[config.mk]
export PLATFORM = sky130hd
export DESIGN_NAME = dwn_read_top
export DESIGN_NICKNAME = d
export VERILOG_FILES = /design/src/hw/dwn_pkg.sv /design/src/hw/dwn_ar_decode.sv /design/src/hw/dwn_r_dispatch.sv /design/src/hw/dwn_r_gather.sv /design/src/hw/dwn_read_top.sv
export VERILOG_INCLUDE_DIRS = /design/src /design/src/hw
export SDC_FILE = /design/constraint.sdc
export NUM_CORES = 1
export LEC_CHECK = 0
export BUFFER_PORTS_ARGS = -buffer_cell sky130_fd_sc_hd__buf_2
export CAP_MARGIN = 0
export CORE_MARGIN = 8
export CORE_UTILIZATION = 49
export DETAILED_ROUTE_END_ITERATION = 16
export PLACE_DENSITY_LB_ADDON = 0.15
export RECOVER_POWER = 100
export SKIP_LAST_GASP = 1
export SLEW_MARGIN = 20
export SYNTH_ARGS = -nofsm -noshare
export SYNTH_HDL_FRONTEND = slang
export SYNTH_SLANG_ARGS = --single-unit
[constraint.sdc]
create_clock -name clk_i -period 5.5 [get_ports clk_i]
set_input_delay 0.275 -clock clk_i [delete_from_list [all_inputs] [get_ports clk_i]]
set_output_delay 0.275 -clock clk_i [all_outputs]
set_load 0.01 [all_outputs]
[src/hw/dwn_defs.svh]
// Widths, beat ratio and response codes of the read downsizer.
// Included by the package and by any module that needs a raw width.

`ifndef DWN_DEFS_SVH
`define DWN_DEFS_SVH

// Bus widths
`define DWN_ADDR_WIDTH        32
`define DWN_WIDE_DATA_WIDTH   128
`define DWN_NARROW_DATA_WIDTH 64

// Narrow beats per wide beat
`define DWN_RATIO             2

// Side-band widths
`define DWN_ID_WIDTH          3
`define DWN_USER_WIDTH        6

// AXI response codes, larger code is the worse result
`define DWN_RESP_OKAY         2'b00
`define DWN_RESP_EXOKAY       2'b01
`define DWN_RESP_SLVERR       2'b10
`define DWN_RESP_DECERR       2'b11

`endif

[src/hw/dwn_pkg.sv]
// Types shared by the read downsizer and its testbench.
// Modules import it inside their body and use scoped names on ports.

`include "dwn_defs.svh"

package dwn_pkg;

    //////////////////////////////
    // Plain vector types
    //////////////////////////////
    typedef logic [`DWN_ADDR_WIDTH-1:0]        addr_t;
    typedef logic [7:0]                        axi_len_t;
    typedef logic [2:0]                        axi_size_t;
    typedef logic [1:0]                        axi_burst_t;
    typedef logic [`DWN_WIDE_DATA_WIDTH-1:0]   wide_data_t;
    typedef logic [`DWN_NARROW_DATA_WIDTH-1:0] narrow_data_t;
    typedef logic [`DWN_ID_WIDTH-1:0]          id_t;
    typedef logic [`DWN_USER_WIDTH-1:0]        user_t;
    typedef logic [1:0]                        resp_t;
    // Narrow word index inside a wide beat
    typedef logic [$clog2(`DWN_RATIO)-1:0]     word_sel_t;

    //////////////////////////////
    // Channel payloads
    //////////////////////////////
    // Read request, same layout on both sides
    typedef struct packed {
        addr_t      addr;
        axi_len_t   len;
        axi_size_t  size;
        axi_burst_t burst;
        id_t        id;
        user_t      user;
    } ar_req_t;

    // Read beat from the narrow master port
    typedef struct packed {
        narrow_data_t data;
        resp_t        resp;
        logic         last;
        id_t          id;
        user_t        user;
    } narrow_r_t;

    // Read beat toward the wide slave port
    typedef struct packed {
        wide_data_t data;
        resp_t      resp;
        logic       last;
        id_t        id;
        user_t      user;
    } wide_r_t;

    // Collector states
    typedef enum logic {
        GATHER,
        FULL
    } gather_state_e;

endpackage

[src/hw/dwn_ar_decode.sv]
// Read request translation from the wide slave port to the narrow master port.
// Purely combinational, handshake passes straight through.

`timescale 1ns/1ps

`include "dwn_defs.svh"

module dwn_ar_decode
(
    // Wide side request
    input  dwn_pkg::ar_req_t slv_ar_i,
    input  logic             slv_ar_valid_i,
    output logic             slv_ar_ready_o,

    // Narrow side request
    output dwn_pkg::ar_req_t mst_ar_o,
    output logic             mst_ar_valid_o,
    input  logic             mst_ar_ready_i
);

    import dwn_pkg::*;

    // Byte offset bits of one wide beat
    localparam int unsigned wide_off_w   = $clog2(`DWN_WIDE_DATA_WIDTH / 8);
    // Size code of one narrow beat
    localparam int unsigned narrow_size  = $clog2(`DWN_NARROW_DATA_WIDTH / 8);

    // Mask clearing the wide beat offset
    localparam addr_t align_mask = ~addr_t'((1 << wide_off_w) - 1);

    // Handshake passes through, back-pressure included
    assign mst_ar_valid_o = slv_ar_valid_i;
    assign slv_ar_ready_o = mst_ar_ready_i;

    always_comb
    begin
        // Burst, id and user copied as they are
        mst_ar_o = slv_ar_i;

        // Every wide beat becomes RATIO narrow beats
        mst_ar_o.len = axi_len_t'((int'(slv_ar_i.len) + 1) * `DWN_RATIO - 1);

        // Narrow bus is always used at full width
        mst_ar_o.size = axi_size_t'(narrow_size);

        // Start on a wide boundary so gathering begins at word 0
        mst_ar_o.addr = slv_ar_i.addr & align_mask;
    end

endmodule

[src/hw/dwn_r_dispatch.sv]
// One-entry output register toward the wide slave port.
// Lets the next wide beat be gathered while the slave stalls.

`timescale 1ns/1ps

module dwn_r_dispatch
(
    input  logic              clk_i,
    input  logic              rst_ni,

    // Wide beat from the collector
    input  dwn_pkg::wide_r_t  gather_beat_i,
    input  logic              gather_valid_i,
    output logic              gather_ready_o,

    // Wide read channel of the slave port
    output dwn_pkg::wide_r_t  slv_r_o,
    output logic              slv_r_valid_o,
    input  logic              slv_r_ready_i
);

    import dwn_pkg::*;

    logic    full_q;
    wide_r_t beat_q;
    logic    load;

    // Free when empty or draining this cycle
    assign gather_ready_o = ~full_q | slv_r_ready_i;
    assign load           = gather_valid_i & gather_ready_o;

    //////////////////////////////
    // Occupied flag
    //////////////////////////////
    always_ff @(posedge clk_i or negedge rst_ni)
    begin
        if (!rst_ni)
            full_q <= 1'b0;
        else if (load)
            full_q <= 1'b1;
        // Drained with nothing behind it
        else if (slv_r_ready_i)
            full_q <= 1'b0;
    end

    // Holding register, written only on a transfer from the collector
    always_ff @(posedge clk_i)
    begin
        if (load)
            beat_q <= gather_beat_i;
    end

    assign slv_r_valid_o = full_q;
    assign slv_r_o       = beat_q;

endmodule

[src/hw/dwn_r_gather.sv]
// Collects narrow read beats into one wide beat.
// First narrow beat lands in the low word; worst response wins;
// id, user and last come from the final narrow beat.

`timescale 1ns/1ps

`include "dwn_defs.svh"

module dwn_r_gather
(
    input  logic                clk_i,
    input  logic                rst_ni,

    // Narrow read beats from the master port
    input  dwn_pkg::narrow_r_t  mst_r_i,
    input  logic                mst_r_valid_i,
    output logic                mst_r_ready_o,

    // Completed wide beat toward dispatch
    output dwn_pkg::wide_r_t    gather_beat_o,
    output logic                gather_valid_o,
    input  logic                gather_ready_i
);

    import dwn_pkg::*;

    gather_state_e state_q, state_d;
    word_sel_t     word_sel_q, word_sel_d;

    // Payload of the wide beat under construction
    narrow_data_t [`DWN_RATIO-1:0] words_q;
    resp_t                         resp_q;
    logic                          last_q;
    id_t                           id_q;
    user_t                         user_q;

    logic beat_fire;
    logic out_fire;
    logic last_word;

    assign beat_fire = mst_r_valid_i & mst_r_ready_o;
    assign out_fire  = gather_valid_o & gather_ready_i;
    assign last_word = (word_sel_q == word_sel_t'(`DWN_RATIO - 1));

    //////////////////////////////
    // Control
    //////////////////////////////
    always_comb
    begin
        state_d    = state_q;
        word_sel_d = word_sel_q;

        case (state_q)
            GATHER:
            begin
                mst_r_ready_o  = 1'b1;
                gather_valid_o = 1'b0;
            end
            // Accept again only on the handover cycle
            default:
            begin
                mst_r_ready_o  = gather_ready_i;
                gather_valid_o = 1'b1;
            end
        endcase

        if (out_fire)
            state_d = GATHER;

        if (beat_fire)
        begin
            if (last_word)
            begin
                state_d    = FULL;
                word_sel_d = '0;
            end
            else
            begin
                word_sel_d = word_sel_q + 1'b1;
            end
        end
    end

    always_ff @(posedge clk_i or negedge rst_ni)
    begin
        if (!rst_ni)
        begin
            state_q    <= GATHER;
            word_sel_q <= '0;
        end
        else
        begin
            state_q    <= state_d;
            word_sel_q <= word_sel_d;
        end
    end

    //////////////////////////////
    // Payload
    //////////////////////////////
    always_ff @(posedge clk_i)
    begin
        if (beat_fire)
        begin
            words_q[word_sel_q] <= mst_r_i.data;
            // Word 0 restarts the merge, later words keep the worse code
            if (word_sel_q == '0 || mst_r_i.resp > resp_q)
                resp_q <= mst_r_i.resp;
            last_q <= mst_r_i.last;
            id_q   <= mst_r_i.id;
            user_q <= mst_r_i.user;
        end
    end

    assign gather_beat_o.data = wide_data_t'(words_q);
    assign gather_beat_o.resp = resp_q;
    assign gather_beat_o.last = last_q;
    assign gather_beat_o.id   = id_q;
    assign gather_beat_o.user = user_q;

endmodule

[src/hw/dwn_read_top.sv]
// Read half of a 128 to 64 bit AXI downsizer.
// AR decode, narrow beat gathering and wide beat dispatch.

`timescale 1ns/1ps

module dwn_read_top
(
    input  logic               clk_i,
    input  logic               rst_ni,

    // Wide slave port
    input  dwn_pkg::ar_req_t   slv_ar_i,
    input  logic               slv_ar_valid_i,
    output logic               slv_ar_ready_o,
    output dwn_pkg::wide_r_t   slv_r_o,
    output logic               slv_r_valid_o,
    input  logic               slv_r_ready_i,

    // Narrow master port
    output dwn_pkg::ar_req_t   mst_ar_o,
    output logic               mst_ar_valid_o,
    input  logic               mst_ar_ready_i,
    input  dwn_pkg::narrow_r_t mst_r_i,
    input  logic               mst_r_valid_i,
    output logic               mst_r_ready_o
);

    import dwn_pkg::*;

    // Collector to dispatch
    wide_r_t gather_beat;
    logic    gather_valid;
    logic    gather_ready;

    // Request translation
    dwn_ar_decode u_ar_decode (
        .slv_ar_i       (slv_ar_i),
        .slv_ar_valid_i (slv_ar_valid_i),
        .slv_ar_ready_o (slv_ar_ready_o),
        .mst_ar_o       (mst_ar_o),
        .mst_ar_valid_o (mst_ar_valid_o),
        .mst_ar_ready_i (mst_ar_ready_i)
    );

    // Narrow beats into wide beats
    dwn_r_gather u_r_gather (
        .clk_i          (clk_i),
        .rst_ni         (rst_ni),
        .mst_r_i        (mst_r_i),
        .mst_r_valid_i  (mst_r_valid_i),
        .mst_r_ready_o  (mst_r_ready_o),
        .gather_beat_o  (gather_beat),
        .gather_valid_o (gather_valid),
        .gather_ready_i (gather_ready)
    );

    // Output register toward the slave port
    dwn_r_dispatch u_r_dispatch (
        .clk_i          (clk_i),
        .rst_ni         (rst_ni),
        .gather_beat_i  (gather_beat),
        .gather_valid_i (gather_valid),
        .gather_ready_o (gather_ready),
        .slv_r_o        (slv_r_o),
        .slv_r_valid_o  (slv_r_valid_o),
        .slv_r_ready_i  (slv_r_ready_i)
    );

endmodule

Yosys cells after proc, flatten, opt, wreduce, memory -nomap -nowiden
Cells that the tools add are included.

$lt $le $gt $ge: 3. Mux-type cells: 11. Reduce and logical (&&, ||, !) cells: 4. Bitwise gates (word level): 5. Add/subtract/negate cells: 3.

Operator list (number): 128-bit bitwise mux (1); 64-bit demux with 1-bit select (1); 64-bit two-way mux (1); 1-bit two-way mux (8); 8-bit by 2-bit subtractor with 8-bit output (second input constant) (1); 7-bit by 1-bit adder with 7-bit output (second input constant) (1); 1-bit bitwise AND (2); 2-bit > comparator (1); 1-bit by 2-bit < comparator with 1-bit output (second input constant) (1); 1-bit inverter (2); 2-bit AND reduction (1); 2-bit nonzero test (1); 1-bit adder (second input constant) (1); 1-bit >= comparator (second input constant) (1); 1-bit logical AND (1); 1-bit logical OR (1); 1-bit bitwise OR (1).

Input bits: 136. Register bits: 283. Output and inout bits: 198. Word-level logic and storage cells: 40.

Depth between registers and ports, before layout
Depth after elaboration: 6. Gate-level depth with buffers: 6. Gate-level depth less buffers: 5.

Cells and area by module
A second synthesis with hierarchy kept.

Cell total of the unflattened synthesis: 384. Area, all modules: 9227.6 sq um.

By module, submodules not included: dwn_r_gather (cells an instance 159, instances 1, sequential area each 4254.1 sq um, area an instance 4370.4 sq um); dwn_r_dispatch (cells an instance 144, instances 1, sequential area each 4229.1 sq um, area an instance 4257.8 sq um); dwn_ar_decode (cells an instance 81, instances 1, sequential area each 0.0 sq um, area an instance 599.3 sq um).

Worst setup path after synthesis
OpenSTA, ideal clock, no wires.

Kind: register to register. From: reg u_r_dispatch.full_q, in the netlist u_r_dispatch.slv_r_valid_o. To: reg u_r_dispatch.beat_q (netlist bit u_r_dispatch.slv_r_o[0]), enable pin. Arrival: 3.718 ns. Setup slack: 1.266 ns. Stages on the path, launching flop included: 3. Data required time: 4.984 ns. Buffers on the path: 0. Clock period less this slack: 4.234 ns. Library setup time: 0.516 ns. Cell sequence: dfrtp_1 > nand2b_1 > and2_1.

Longest elaborated chain between the ends: 3.

RTL lines: from (decl) (RTL line dwn_r_dispatch.sv:24) `logic full_q;`; from (signal assigned) (RTL line dwn_r_dispatch.sv:38) `full_q <= 1'b0;`; from (signal assigned) (RTL line dwn_r_dispatch.sv:40) `full_q <= 1'b1;`; from (signal assigned) (RTL line dwn_r_dispatch.sv:43) `full_q <= 1'b0;`; 1-bit inverter (RTL line dwn_r_dispatch.sv:29) `assign gather_ready_o = ~full_q | slv_r_ready_i;`; 1-bit bitwise OR (RTL line dwn_r_dispatch.sv:29); 1-bit bitwise AND (RTL line dwn_r_dispatch.sv:30) `assign load = gather_valid_i & gather_ready_o;`; net u_r_dispatch.load (RTL line dwn_r_dispatch.sv:26) `logic load;`; to (signal assigned) (RTL line dwn_r_dispatch.sv:50) `beat_q <= gather_beat_i;`; to (decl) (RTL line dwn_r_dispatch.sv:25) `wide_r_t beat_q;`.

The timed path passes the listed nets, and every way through them passes these cells. A chain may end at the register's enable or synchronous reset.

Worst setup path after layout
From: reg u_r_dispatch.full_q, in the netlist u_r_dispatch.slv_r_valid_o. To: reg u_r_dispatch.beat_q (netlist bit u_r_dispatch.slv_r_o[3]), enable pin.

The elaborated chain is that of the path after synthesis.

==> results.json <==
{
  "status": "complete, but fails checks",
  "failed_checks": "max-capacitance violations, max-slew violations",
  "setup_viol": 0,
  "clkSinkCount": 283,
  "syn_to_final_growth_pct": 28.12,
  "synth_warnings": 0,
  "tightest_slew_ns": 3.306,
  "hp-class": "input port to flip-flop",
  "yosysSeqAreaShare_pct": 91.33,
  "skew_ns": 0.006941,
  "final.setup.tns_ns": 0,
  "clk_latency_ns": 0.50,
  "cp.required_ns": 5.61,
  "cp.depth": 3,
  "slowest_delay_ns": 1.39,
  "critical_path_buf_inv_count": 1,
  "grt_use_total_pct": 15.01,
  "layout_commonest_cell": "edfxtp_1",
  "via_per_inst": 4.743,
  "seq_area_um2": 8483,
  "cp-start-kind": "flip-flop",
  "worst_slack_ns": 1.918,
  "wl_per_cell_um": 19.47,
  "async_reset_ff_share_pct": 1.060,
  "drive_gt1_share_pct": 12.36,
  "grt_pass1_vias": 4824,
  "crit_chain": "nand2b_1 > and2_0 > clkbuf_2",
  "row_count": 50,
  "fp.dieH_um": 153.7,
  "dr_total_vias": 4487,
  "synth_largest_area_cell": "edfxtp_1",
  "crit_end": "u_r_dispatch.slv_r_o[3]$_DFFE_PP_",
  "slew_headroom_pct": -120.4,
  "rsz0062_at_grt": "no",
  "wirelength_um": 18420,
  "place_hpwl_um": 12070,
  "die_x_um": 153.7,
  "htree_levels": 1,
  "multi_input_area_um2": 414.1,
  "r2r_cells": 3,
  "drtIter0Drc": 210,
  "slew_viol_final": 126,
  "ios": 334,
  "hold_violations": 0,
  "layout_common_cells": "edfxtp_1 (280), clkbuf_1 (197), dlygate4sd3_1 (77)",
  "routabilityCongestion": 0.7965,
  "clk_path_buf_depth": 3,
  "cts-buffers-inserted": 27,
  "cts_tree": "built",
  "critPathLaunch": "u_r_dispatch.slv_r_valid_o$_DFFE_PN0P_",
  "cts-root-buf": "clkbuf_16",
  "synthTopCellsByArea": "edfxtp_1 (91%), buf_4 (4.0%), dfrtp_1 (0.81%), xnor2_1 (0.66%), ha_1 (0.54%)",
  "r2r-start": "u_r_dispatch.slv_r_valid_o$_DFFE_PN0P_",
  "synth_cells": 395,
  "grt_max_degree": 86,
  "rr_endpoint": "u_r_dispatch.slv_r_o[3]$_DFFE_PP_",
  "maxCapViolCount": 3,
  "ant_nets": 0,
  "synthDominantCellAreaShare_pct": 90.52,
  "p_int_mw": 4.433,
  "min_period_ns": 3.582,
  "crit_family": "simple AND/OR/NAND/NOR gates",
  "grt_pass1_wl_um": 27790,
  "leakagePower_nw": 4.029,
  "n_fill_cell": 1360,
  "min_period_over_period_pct": 65.13,
  "p_per_area_nw_per_um2": 491.8,
  "crit_slowest_cell": "and2_0",
  "path_clk_slew_ns": 0.06,
  "initial_utilization_pct": 49.83,
  "crit_fanout": 56,
  "grt_overflow_total": 0,
  "coreArea_um2": 18640,
  "io_buffers": 235,
  "max_freq_ghz": 0.2792,
  "switching_power_mw": 1.421,
  "first_pass_iters": 5,
  "cts_resized": 0,
  "switching_share_pct": 24.27,
  "syn_avg_cell_area_um2": 23.52,
  "pwr-share-seq_pct": 53.8,
  "r2r_setup_slack_ns": 1.92,
  "ys_seq_elements": 283,
  "dp_slack_ns": 2.919,
  "vdd_ir_drop_max_mv": 0.3221,
  "die-area_um2": 23620,
  "critPathArrivalTime_ns": 3.69,
  "grt_antenna_before_repair": 0,
  "endpoint_kind": "flip-flop",
  "drc": 0,
  "critical_path_class": "flip-flop to flip-flop",
  "antenna_cells": 0,
  "synth_edf_count": 280,
  "synthDistinctLibCells": 33,
  "synth_top_flop_cell": "edfxtp_1",
  "final_nets": 832,
  "synth_area_um2": 9289,
  "power_frac_comb_pct": 13.0,
  "clkPwrFrac_pct": 33.2
}
==> metrics by stage <==
step	total power, mW	area (um^2)	utilization, %	cells	hold slack [ns]
floorplan	3.591	9311	-	401	-0.02059
global placement	3.931	10410	55.83	819	0.07945
detailed placement	3.973	10410	55.83	819	0.08215
global route	6.107	11900	63.84	946	0.01823
CTS	5.962	12130	65.09	945	0.005244
finish	5.853	11900	63.84	946	0.01996
==> layer usage <==
| metal | GRT usage [%] | vias to the layer above | wire (um) |
|---|---|---|---|
| met2 | 26.80 | 190 | 9660 |
| met3 | 4.596 | 62 | 1575 |
| met1 | 16.57 | 2168 | 6704 |
| met4 | 5.693 | 0 | 473 |
| met5 | 0 | - | 0 |
| li1 | - | 2067 | - |
==> Yosys cell counts (2+ instances only) <==
master and instances:
nor4b_1 2, buf_4 50, inv_1 4, nand3b_1 2
a31oi_1 2, o21ai_0 3, nand3_1 2, nor2_1 2
nand2b_1 2, xnor2_1 7, buf_6 2, ha_1 4
dfrtp_1 3, conb_1 2, a21oi_1 3, nand2_1 8
nor2b_1 2, edfxtp_1 280
==> flip-flops by register name (all words and copies together), names as in the netlist <==
register                    cells
u_r_gather.user_q               6
u_r_dispatch.slv_r_valid_o      1
u_r_gather.id_q                 3
u_r_gather.state_q              1
u_r_gather.gather_beat_o      128
u_r_gather.last_word            1
u_r_gather.last_q               1
u_r_dispatch.slv_r_o          140
u_r_gather.resp_q               2
==> power by group through the flow <==
stage / Combinational, mW / Sequential, mW / Clock, mW
after CTS: 0.844 / 3.13 / 1.99
after detailed placement: 0.799 / 3.17 / 0
after global routing: 0.826 / 3.19 / 2.09
after floorplan: 0.261 / 3.33 / 0
final: 0.759 / 3.15 / 1.94
after global placement: 0.782 / 3.15 / 0
==> cell families after synthesis <==
family / Yosys count / share of synthesized area, %
XOR/XNOR: 8 / 0.7543
other: 2 / 0.08085
adder cells (fa/ha/maj): 4 / 0.5388
AO/OA/AOI/OAI: 15 / 1.172
flip-flops: 283 / 91.33
buffers and inverters: 57 / 4.499
AND/OR/NAND/NOR: 26 / 1.630
==> worst min-delay path, delay by kind of cell <==
family | cells | cell delay, ns
buffers and inverters | 1 | 0.11
AND/OR/NAND/NOR | 2 | 0.11
==> what timing repair did <==
action | CTS | global route
hold buffers | 77 | 0
endpoints found under the hold margin | 143 | 0
setup buffers | 0 | 0
==> cell type report <==
type	instances	area share (%)
inverters	4	0.1262
flip-flops and latches	283	71.28
well taps	234	2.460
repair buffers	315	14.62
multi-input cells	61	3.480
clock inverters	18	2.229
clock buffers	31	5.803
==> worst min-delay path by stage <==
| stage | slack (ns) | from | depth (start not counted) | to |
|---|---|---|---|---|
| floorplan | -0.02 | rst_ni | 0 | u_r_dispatch.slv_r_valid_o$_DFFE_PN0P_ |
| global placement | 0.08 | rst_ni | 1 | u_r_gather.last_word$_DFFE_PN0P_ |
| detailed placement | 0.08 | rst_ni | 1 | u_r_gather.last_word$_DFFE_PN0P_ |
| CTS | 0.005 | mst_r_valid_i | 3 | u_r_gather.state_q$_DFF_PN0_ |
| global route | 0.02 | mst_r_valid_i | 3 | u_r_gather.state_q$_DFF_PN0_ |
| finish | 0.02 | mst_r_valid_i | 3 | u_r_gather.state_q$_DFF_PN0_ |
Power figures use the tool's default switching activity.
